[src/sprite_config.svh]
// Shared sizing for the sprite renderer.
// Include in any file that needs widths, sprite geometry or memory bases.
// The package takes its type widths from here.

`ifndef SPRITE_CONFIG_SVH
`define SPRITE_CONFIG_SVH

// raster coordinate width
`define COORD_W 10

// sprite edge in pixels, square sprites
`define SPR_DIM 16

// sprite memory address and colour index
`define SPR_ADDR_W 10
`define CIDX_W 4

// region bases, one 16x16 block each
`define RUNNER_BASE 0
`define CACTUS_BASE 256
`define CLOUD_BASE 512

// colour channel and background grey
`define RGB_W 8
`define BG_LEVEL 8'hA0

// input pixel to output colour, in cycles
`define PIPE_LAT 3

`endif

[src/sprite_pkg.sv]
// Types shared by the renderer modules and the testbench model.
// Import with a wildcard in the module header.

`include "sprite_config.svh"

package sprite_pkg;

	// widths with a meaning
	typedef logic [`COORD_W-1:0] coord_t;
	typedef logic [`SPR_ADDR_W-1:0] spr_addr_t;
	typedef logic [`CIDX_W-1:0] cidx_t;
	typedef logic [`RGB_W-1:0] chan_t;

	// granted layer, NONE when nothing covers the pixel
	typedef enum logic [1:0] {NONE, RUNNER, CACTUS, CLOUD} layer_e;

	// --------------------------------------------------
	// palette, entry is {red, green, blue}
	// index 0 is transparent, its entry never shows
	// --------------------------------------------------
	localparam chan_t palette_table [0:15][0:2] = '{
		'{8'h00, 8'h00, 8'h00}, '{8'h20, 8'h20, 8'h20},
		'{8'h53, 8'h53, 8'h53}, '{8'hF7, 8'hF7, 8'hF7},
		'{8'h2E, 8'h8B, 8'h57}, '{8'h6B, 8'hC0, 8'h4A},
		'{8'h1F, 8'h5F, 8'h2F}, '{8'hE0, 8'hE8, 8'hF0},
		'{8'hB0, 8'hC4, 8'hDE}, '{8'hD2, 8'h69, 8'h1E},
		'{8'hFF, 8'hD7, 8'h00}, '{8'hC0, 8'h30, 8'h30},
		'{8'h30, 8'h60, 8'hC0}, '{8'h8B, 8'h45, 8'h13},
		'{8'hFF, 8'hA0, 8'hB0}, '{8'hFF, 8'hFF, 8'hFF}
	};

endpackage

[src/pixel_if.sv]
// One raster pixel as seen by the sprite engines and the arbiter.
// Driven at the top level from plain ports.

`timescale 1ns/1ps
`include "sprite_config.svh"

interface pixel_if
	import sprite_pkg::*;
();

	// pixel qualifier and blanking
	logic valid;
	logic blank;

	// current draw position
	coord_t x;
	coord_t y;

	// engines only look at the position
	modport engine (input x, input y);

	// arbiter carries the flags into the pipe
	modport arb (input valid, input blank);

endinterface

[src/palette_lut.sv]
// Colour index to 24-bit RGB through the shared palette table.
// One register stage, cleared to black on reset.

`timescale 1ns/1ps
`include "sprite_config.svh"

module palette_lut
	import sprite_pkg::*;
(
	input logic Clk50,
	input logic arst_n,
	input cidx_t idx,
	output chan_t red,
	output chan_t green,
	output chan_t blue
);

	always_ff @(posedge Clk50 or negedge arst_n)
	begin
		if (!arst_n)
		begin
			red <= '0;
			green <= '0;
			blue <= '0;
		end
		else
		begin
			// entry order is r, g, b
			red <= palette_table[idx][0];
			green <= palette_table[idx][1];
			blue <= palette_table[idx][2];
		end
	end

endmodule

[src/pixel_compositor.sv]
// Final colour choice: black when blanked, grey background, or palette colour.
// Delays the stage-1 flags to meet the palette output.

`timescale 1ns/1ps
`include "sprite_config.svh"

module pixel_compositor
	import sprite_pkg::*;
(
	input logic Clk50,
	input logic arst_n,
	input logic s1_hit,
	input logic s1_valid,
	input logic s1_blank,
	input cidx_t idx,
	input chan_t pal_red,
	input chan_t pal_green,
	input chan_t pal_blue,
	output chan_t red,
	output chan_t green,
	output chan_t blue,
	output logic out_valid
);

	// stage 2, in step with the memory read data
	logic s2_hit;
	logic s2_valid;
	logic s2_blank;
	// stage 3, in step with the palette registers
	logic s3_black;
	logic s3_bg;

	// --------------------------------------------------
	// flag pipe and colour select
	// --------------------------------------------------
	always_ff @(posedge Clk50 or negedge arst_n)
	begin
		if (!arst_n)
		begin
			s2_hit <= 1'b0;
			s2_valid <= 1'b0;
			s2_blank <= 1'b0;
			s3_black <= 1'b1;
			s3_bg <= 1'b0;
			out_valid <= 1'b0;
		end
		else
		begin
			s2_hit <= s1_hit;
			s2_valid <= s1_valid;
			s2_blank <= s1_blank;
			// blank wins over everything
			s3_black <= s2_blank;
			// no sprite, or the winner is transparent here
			s3_bg <= !s2_hit || (idx == '0);
			out_valid <= s2_valid;
		end
	end

	// output mux after the palette register
	assign red = s3_black ? '0 : (s3_bg ? `BG_LEVEL : pal_red);
	assign green = s3_black ? '0 : (s3_bg ? `BG_LEVEL : pal_green);
	assign blue = s3_black ? '0 : (s3_bg ? `BG_LEVEL : pal_blue);

endmodule

[src/sprite_arbiter.sv]
// Fixed-priority owner of the single sprite memory read port.
// Runner beats cactus beats cloud; the winner is registered as stage 1.

`timescale 1ns/1ps
`include "sprite_config.svh"

module sprite_arbiter
	import sprite_pkg::*;
(
	input logic Clk50,
	input logic arst_n,
	pixel_if.arb pix,
	input logic hit_runner,
	input logic hit_cactus,
	input logic hit_cloud,
	input spr_addr_t addr_runner,
	input spr_addr_t addr_cactus,
	input spr_addr_t addr_cloud,
	output spr_addr_t rd_addr,
	output logic s1_hit,
	output logic s1_valid,
	output logic s1_blank,
	output layer_e s1_layer
);

	spr_addr_t grant_addr;
	layer_e grant_layer;

	// --------------------------------------------------
	// priority select
	// --------------------------------------------------
	always_comb
	begin
		grant_addr = spr_addr_t'(`RUNNER_BASE);
		grant_layer = NONE;
		if (hit_runner)
		begin
			grant_addr = addr_runner;
			grant_layer = RUNNER;
		end
		else if (hit_cactus)
		begin
			grant_addr = addr_cactus;
			grant_layer = CACTUS;
		end
		else if (hit_cloud)
		begin
			grant_addr = addr_cloud;
			grant_layer = CLOUD;
		end
	end

	// stage 1 flags and layer tag
	always_ff @(posedge Clk50 or negedge arst_n)
	begin
		if (!arst_n)
		begin
			s1_hit <= 1'b0;
			s1_valid <= 1'b0;
			s1_blank <= 1'b0;
			s1_layer <= NONE;
		end
		else
		begin
			s1_hit <= (grant_layer != NONE);
			s1_valid <= pix.valid;
			s1_blank <= pix.blank;
			s1_layer <= grant_layer;
		end
	end

	// read address, payload only
	always_ff @(posedge Clk50)
	begin
		rd_addr <= grant_addr;
	end

endmodule

[src/sprite_engine.sv]
// Window test and address generation for one sprite.
// Combinational; one instance per sprite, BASE selects its memory region.

`timescale 1ns/1ps
`include "sprite_config.svh"

module sprite_engine
	import sprite_pkg::*;
#(
	parameter spr_addr_t BASE = '0
)
(
	pixel_if.engine pix,
	input coord_t pos_x,
	input coord_t pos_y,
	output logic hit,
	output spr_addr_t addr
);

	// bits of a row or column offset
	localparam int OFS_W = $clog2(`SPR_DIM);

	// one extra bit, top bit is the borrow
	logic [`COORD_W:0] dx;
	logic [`COORD_W:0] dy;
	logic in_x;
	logic in_y;

	// --------------------------------------------------
	// window test
	// --------------------------------------------------
	// pixel minus sprite origin, no wrap
	assign dx = {1'b0, pix.x} - {1'b0, pos_x};
	assign dy = {1'b0, pix.y} - {1'b0, pos_y};

	// borrow set means left of or above the sprite
	assign in_x = !dx[`COORD_W] && (dx < `SPR_DIM);
	assign in_y = !dy[`COORD_W] && (dy < `SPR_DIM);
	assign hit = in_x && in_y;

	// --------------------------------------------------
	// address, base + row*16 + column
	// --------------------------------------------------
	// power-of-two edge, so row and column just concatenate
	assign addr = BASE + spr_addr_t'({dy[OFS_W-1:0], dx[OFS_W-1:0]});

endmodule

[src/sprite_ram.sv]
// Sprite memory, three 16x16 regions of 4-bit colour indices.
// Registered read for the pixel pipe, separate write port for host loads.

`timescale 1ns/1ps
`include "sprite_config.svh"

module sprite_ram
	import sprite_pkg::*;
(
	input logic Clk50,
	input spr_addr_t rd_addr,
	output cidx_t rd_data,
	input logic we,
	input spr_addr_t wr_addr,
	input cidx_t wr_data
);

	// runner, cactus and cloud regions
	localparam int DEPTH = 3 * `SPR_DIM * `SPR_DIM;

	cidx_t mem [0:DEPTH-1];

	// host load port
	always_ff @(posedge Clk50)
	begin
		if (we)
			mem[wr_addr] <= wr_data;
	end

	// pipe read port
	// same-cycle write to the read address returns old data
	always_ff @(posedge Clk50)
	begin
		rd_data <= mem[rd_addr];
	end

endmodule

[src/sprite_renderer_top.sv]
// Sprite pixel renderer for the runner game.
// One pixel in per Clk50 cycle, its colour out three cycles later.
// The host fills sprite memory through the load port before streaming.

`timescale 1ns/1ps
`include "sprite_config.svh"

module sprite_renderer_top
	import sprite_pkg::*;
(
	input logic Clk50,
	input logic arst_n,
	input logic pix_valid,
	input logic blank,
	input coord_t draw_x,
	input coord_t draw_y,
	input coord_t runner_x,
	input coord_t runner_y,
	input coord_t cactus_x,
	input coord_t cactus_y,
	input coord_t cloud_x,
	input coord_t cloud_y,
	input logic load_we,
	input spr_addr_t load_addr,
	input cidx_t load_data,
	output chan_t red,
	output chan_t green,
	output chan_t blue,
	output logic out_valid
);

	logic hit_runner;
	logic hit_cactus;
	logic hit_cloud;
	spr_addr_t addr_runner;
	spr_addr_t addr_cactus;
	spr_addr_t addr_cloud;
	spr_addr_t rd_addr;
	logic s1_hit;
	logic s1_valid;
	logic s1_blank;
	layer_e s1_layer;
	cidx_t idx;
	chan_t pal_red;
	chan_t pal_green;
	chan_t pal_blue;

	// --------------------------------------------------
	// raster pixel
	// --------------------------------------------------
	pixel_if pix ();

	assign pix.valid = pix_valid;
	assign pix.blank = blank;
	assign pix.x = draw_x;
	assign pix.y = draw_y;

	// one engine per sprite, region picked by BASE
	sprite_engine #(.BASE(spr_addr_t'(`RUNNER_BASE))) u_runner (
		.pix(pix), .pos_x(runner_x), .pos_y(runner_y),
		.hit(hit_runner), .addr(addr_runner)
	);
	sprite_engine #(.BASE(spr_addr_t'(`CACTUS_BASE))) u_cactus (
		.pix(pix), .pos_x(cactus_x), .pos_y(cactus_y),
		.hit(hit_cactus), .addr(addr_cactus)
	);
	sprite_engine #(.BASE(spr_addr_t'(`CLOUD_BASE))) u_cloud (
		.pix(pix), .pos_x(cloud_x), .pos_y(cloud_y),
		.hit(hit_cloud), .addr(addr_cloud)
	);

	// --------------------------------------------------
	// pipe, edge 1 arbiter, edge 2 memory, edge 3 colour
	// --------------------------------------------------
	sprite_arbiter u_arbiter (
		.Clk50(Clk50), .arst_n(arst_n), .pix(pix),
		.hit_runner(hit_runner), .hit_cactus(hit_cactus), .hit_cloud(hit_cloud),
		.addr_runner(addr_runner), .addr_cactus(addr_cactus), .addr_cloud(addr_cloud),
		.rd_addr(rd_addr), .s1_hit(s1_hit), .s1_valid(s1_valid),
		.s1_blank(s1_blank), .s1_layer(s1_layer)
	);

	sprite_ram u_ram (
		.Clk50(Clk50), .rd_addr(rd_addr), .rd_data(idx),
		.we(load_we), .wr_addr(load_addr), .wr_data(load_data)
	);

	palette_lut u_palette (
		.Clk50(Clk50), .arst_n(arst_n), .idx(idx),
		.red(pal_red), .green(pal_green), .blue(pal_blue)
	);

	pixel_compositor u_compositor (
		.Clk50(Clk50), .arst_n(arst_n),
		.s1_hit(s1_hit), .s1_valid(s1_valid), .s1_blank(s1_blank), .idx(idx),
		.pal_red(pal_red), .pal_green(pal_green), .pal_blue(pal_blue),
		.red(red), .green(green), .blue(blue), .out_valid(out_valid)
	);

endmodule

[config.mk]
export PLATFORM = sky130hd
export DESIGN_NAME = sprite_renderer_top
export DESIGN_NICKNAME = d
export VERILOG_FILES = /design/src/sprite_pkg.sv /design/src/pixel_if.sv /design/src/palette_lut.sv /design/src/pixel_compositor.sv /design/src/sprite_arbiter.sv /design/src/sprite_engine.sv /design/src/sprite_ram.sv /design/src/sprite_renderer_top.sv
export VERILOG_INCLUDE_DIRS = /design/src
export SDC_FILE = /design/constraint.sdc
export NUM_CORES = 2
export LEC_CHECK = 0
export BUFFER_PORTS_ARGS = -buffer_cell sky130_fd_sc_hd__buf_2
export CORE_MARGIN = 1
export CORE_UTILIZATION = 64
export CTS_CLUSTER_DIAMETER = 200
export DETAILED_ROUTE_END_ITERATION = 8
export PLACE_DENSITY = 0.81
export SYNTH_ARGS = -nofsm -noshare
export SYNTH_HDL_FRONTEND = slang
export SYNTH_SLANG_ARGS = --single-unit
[constraint.sdc]
create_clock -name Clk50 -period 6 [get_ports Clk50]
set_input_delay 0.9 -clock Clk50 [delete_from_list [all_inputs] [get_ports Clk50]]
set_output_delay 0.9 -clock Clk50 [all_outputs]
set_load 0.03 [all_outputs]
* Word-level counts from Yosys, hierarchy flattened *
Memories as Yosys holds them, arrays and structs flattened. A register that Yosys moved wholly into a read port is not among the register bits.
Index checks and enable logic that the tools add are counted.
W data, S select, Z words.

word-level totals
  bits in registers = 19
  RAM bits = 3072
  memory bits (read-only) = 384
  logic and storage cells = 62
  memories = 2

cells by class
  $add $sub $neg = 8
  order comparisons = 6
  muxes and demuxes = 14
  bitwise gates (word level) = 1
  reduce and logical (&&, ||, !) cells = 20

memories
  name              depth  width  rd ports  clocked after Yosys merged registers in  write ports  line               text
  u_ram.mem         768    4      1         1                                        1            sprite_ram.sv:21   cidx_t mem [0:DEPTH-1];
  (name not given)  16     24     1         1                                        0            palette_lut.sv:29  red <= palette_table[idx][0];

operators with widths
  operator                 count
  $lt A11 B5 Y1 const B    6
  $sub A10 B10 Y11         6
  $mux W8                  7
  $mux W10                 2
  $add A10 B8 Y10 const A  1
  $add A9 B8 Y10 const A   1
  $logic_and A1 B1 Y1      9
  $logic_not A1 Y1         8
  $mux W2                  3
  $not A4 Y5               1
  $logic_not A4 Y1         1
  $mux W1                  2
  $reduce_bool A2 Y1       1
  $logic_or A1 B1 Y1       1

* Longest topological paths before layout *
  depth after elaboration = 8
  gate-level depth with buffers = 15
  mapped depth without buffers = 12

* Modules after synthesis *
Synthesis repeated with hierarchy kept, for this count alone.

second synthesis, totals
  cell total of the unflattened synthesis = 6744
  area, all modules = 126782.8 um^2

modules (own cells, without submodules)
  module                        times used  cells each  area an instance (um^2)  seq. area each (um^2)
  sprite_ram                    1           6082        121547.8                 92328.6
  sprite_engine (u_cactus ...)  2           148         1008.5                   0.0
  palette_lut                   1           119         1194.9                   600.6
  sprite_engine (u_runner)      1           147         1004.7                   0.0
  sprite_arbiter                1           65          630.6                    325.3
  pixel_compositor              1           35          387.9                    151.4

* Worst setup path after synthesis *
OpenSTA, ideal clock, no wires.

  path type = input -> register
  start = in draw_x[0]
  end = reg u_arbiter.rd_addr[8]
  library setup time = 115 ps
  arrival = 3811 ps
  setup slack = 2074 ps
  stages on the path = 13
  buffers on the path = 1
  cells stage by stage = inv_1 ha_1 inv_1 fa_1 a211oi_2 o21bai_1 a211o_1 a211o_1 a2111oi_2 o2111ai_2 or3_1 buf_2 and2_1

between the ends
  cells in the longest elaborated chain, start to end = 6
  elaborated cells between the ends (all ways) = 19
  classes of those cells = add/sub: 5; order compare: 3; mux: 2; reduce/logical: 9

ends and longest elaborated chain
  item                                                                line                       text
  from (decl)                                                         sprite_renderer_top.sv:15  input coord_t draw_x,
  $sub A10 B10 Y11                                                    sprite_engine.sv:33        assign dx = {1'b0, pix.x} - {1'b0, pos_x};
  $lt A11 B5 Y1 (no source line) or $logic_not A1 Y1 (tied branches)  --
  $logic_and A1 B1 Y1                                                 sprite_engine.sv:37        assign in_x = !dx[`COORD_W] && (dx < `SPR_DIM);
  $logic_and A1 B1 Y1                                                 sprite_engine.sv:39        assign hit = in_x && in_y;
  $mux W10                                                            sprite_arbiter.sv:46       else if (hit_cloud)
  $mux W10                                                            sprite_arbiter.sv:41       else if (hit_cactus)
  to (signal assigned)                                                sprite_arbiter.sv:75       rd_addr <= grant_addr;
  to (decl)                                                           sprite_arbiter.sv:19       output spr_addr_t rd_addr,

Several ways; a longest one is shown, not always the timed one.
A chain may end at the register's enable or synchronous reset.

==> reports/results.txt <==
Num Clock Sinks: 3119
final-layout fill cell count: 10.5k
placed cells: 8855
Die Span X: 444 um
type of the most critical hold path: input pin to async pin
Skew-Pair Late Insertion Delay: 0.96 ns
# IOs: 124
initial antenna violation count: 21
cell area after synthesis: 125000 sq um
DRC errors left: 0
layout cell share with drive strength beyond 1: 23.1%
peak supply drop: 0.342 mV
setup TNS: 0 ns
DR vias: 68.7k
Mapped Avg Cell Area: 19.4 sq um
CTS Root Cell: clkbuf_16
Post-Synthesis Cells: 6459
Worst Path Arrival: 5.59 ns
Die H: 444 um
Critical Path Slowest Stage Cell: dfxtp_4
First-pass DRT Iterations: 8
CP required: 6.82 ns
status: completed
EDFF count, synth: 3072
IO Port Bufs: 123
#FFs+latches synth: 3119
ys flop type: edfxtp_1
biggest cell delay along the critical path: 0.87 ns
Hold Violations, Final: 0
Synth top area share: 73.8%
syn_nets: 6634
CTS clock-pin slew for the worst setup and hold paths: 0.06 ns
fin cells: 9395
Setup-failing EPs final: 0
Worst path top cell family by delay: multiplexers
M3 GR Usage: 8.88%
DP HPWL: 187000 um
Crit path depth: 11
area of the multi-input gates: 29500 sq um
vias per std cell: 7.32
P&R area growth vs syn: 10.9%
# H-tree levels: 5
CTS max path bufs: 4
number of setup buffers added after CTS: 0
Worst Setup End Kind: flip-flop
post-synth cell types: 80
vias in the first global route: 69.2k
Tmin final: 4.77 ns
Std-Cell Rows: 161
power density over the cells: 316 nW/um^2
CTS Hold Bufs: 0
core area: 193000 sq um
worst reg-to-reg path cell count: 11
crit path buf inv count: 3
die area: 197000 sq um
Final Cycle Share: 79.5%
first-pass GRT wire length: 479000 um
Initial Utilization: 64.7%
Cell Chain, Critical Path: buf_12 > buf_12 > buf_4 > mux4_2 > a22o_1 > a221oi_1 > o22ai_1 > nor3_1 > mux2i_1 > mux2_2 > a211o_1
max cap viols: 0
RSZ-0062 raised after global routing: no
FF+latch area: 93400 sq um
antenna-violating nets left: 0
Slew @ Worst Pin: 1.41 ns
post-cts resize count: 0
area leader, netlist: edfxtp_1
Lkg Pwr: 42.0 nW
routed len/inst: 35.5 um
Post-synth ARST share: 1.06%
Worst Setup Start Kind: flip-flop
GR Util met2: 53.5%
worst rel slew slack: 4.70%
Slew Viols, Final: 0
most used cell, CP: buf_12
largest net degree at the start of global routing: 195
RD Place Congestion: 0.930
fin nets: 6819
Seq/Total Area, Yosys: 74.7%
CTS tree: built
GRT Total Usage: 34.1%
DRC violation total after the first TritonRoute iteration: 11.0k
Inserted Clock Buffers: 312
largest cells by area after synthesis: edfxtp_1 (74%), mux4_2 (14%), nor2_1 (2.6%), a22oi_1 (1.3%), clkbuf_1 (0.73%)
RR Startpoint: u_arbiter.rd_addr[0]$_DFF_P_
clk_skew: 0.0379 ns
r2r setup slk: 1.23 ns
gr busiest metal: met2
GR Layer Usage met1: 43.8%
hold_ws: 0.0712 ns
crit-path max FO: 31
yosys warns: 0
routed wire length: 334000 um
WS Path Type: flip-flop to flip-flop
remaining global-route overflow: 0
r2r endpoint: u_ram.rd_data[3]$_DFF_P_
Peak Freq: 210 MHz
[worst max-delay path by stage]
stage                                 endpoint  slack (ns)                          from
4_1_cts               u_ram.rd_data[3]$_DFF_P_        1.23  u_arbiter.rd_addr[0]$_DFF_P_
2_1_floorplan  u_arbiter.rd_addr[8]$_SDFF_PP0_        2.07                     draw_x[0]
6_report              u_ram.rd_data[3]$_DFF_P_        1.23  u_arbiter.rd_addr[0]$_DFF_P_
3_3_place_gp          u_ram.rd_data[3]$_DFF_P_        1.47  u_arbiter.rd_addr[0]$_DFF_P_
3_5_place_dp          u_ram.rd_data[3]$_DFF_P_        1.27  u_arbiter.rd_addr[0]$_DFF_P_
5_1_grt               u_ram.rd_data[3]$_DFF_P_        1.16  u_arbiter.rd_addr[0]$_DFF_P_
[synthesized netlist by cell type, drive strengths merged, types with 30 or more instances]
master,n
nor3,46
a221oi,52
mux2i,44
nand3,52
o21ai,39
ha,70
dfrtp,32
edfxtp,3072
nor2b,30
mux4,777
inv,78
a22o,47
buf,197
nand2,100
a21oi,131
clkbuf,242
a22oi,212
o22ai,38
nor2,859
[layout by cell type (no fill, tap or decap), types with 28 or more instances in the layout]
cell	netlist	routed
clkinv_1	0	76
clkbuf_16	0	318
buf_2	86	119
edfxtp_1	3072	3072
a22o_1	47	47
inv_1	78	78
clkinv_2	0	38
o22ai_1	38	38
a21oi_1	131	131
clkbuf_1	242	32
nor3_1	46	46
buf_4	23	144
mux4_2	777	777
nor2_1	859	857
nand3_1	52	32
o21ai_0	38	38
dfrtp_1	32	32
bufinv_16	0	28
nand2_1	100	88
buf_12	0	42
ha_1	70	70
a22oi_1	212	212
mux2i_1	44	44
a221oi_1	43	43
[power breakdown]
group,internal [W],switching (W)
registers,0.0239,0.00000675
logic,0.000205,0.000708
clock network,0.0109,0.00813
total,0.0350,0.00884
[flip-flops by register name, summed over array words and instances, names as in the netlist]
| name | flops |
|---|---|
| u_ram.mem | 3072 |
| u_arbiter.rd_addr | 10 |
| u_palette.blue | 8 |
| u_palette.green | 8 |
| u_palette.red | 8 |
| u_ram.rd_data | 4 |
| u_arbiter.s1_blank | 1 |
| u_arbiter.s1_hit | 1 |
| u_arbiter.s1_valid | 1 |
| u_compositor.out_valid | 1 |
| u_compositor.s2_blank | 1 |
| u_compositor.s2_hit | 1 |
| u_compositor.s2_valid | 1 |
| u_compositor.s3_bg | 1 |
| u_compositor.s3_black | 1 |
[metrics by stage]
stage,cell area [sq um],power [W],utilization (%),setup slack (ns)
after floorplan,125000,0.0247,-,2.07
after global placement,129000,0.0252,66.6,1.47
after detailed placement,129000,0.0253,66.7,1.27
after CTS,139000,0.0438,71.6,1.23
after global routing,139000,0.0446,71.7,1.16
final,139000,0.0439,71.7,1.23
[cell families (layout without fill, tap and decap cells)]
logic type	count (synthesis)	after routing	synth area share, %
DFF	3119	3119	74.7
buffers and inverters	517	911	1.89
adders and majority gates	76	76	0.797
other	0	16	0
and+or+nand+nor	1228	1228	4.21
AOI/OAI and AO/OA	672	672	3.89
xor gates and xnor gates	17	17	0.119
muxes	830	830	14.4
[metal layers]
metal / wire length [um] / vias up
met1: 109000 / 34800
met4: 21300 / 22
met5: 223 / -
met3: 42900 / 1141
met2: 160000 / 6042
li1: - / 26700
[cell type report]
type	instances	area share (%)
Inverter	78	0.211
Multi-Input combinational cell	2823	21.3
Antenna cell	16	0.0289
Clock buffer	352	5.85
Tap cell	2526	2.28
Sequential cell	3119	67.4
Timing Repair Buffer	310	1.86
Clock inverter	171	1.12
(Power assumes the default switching activity.)
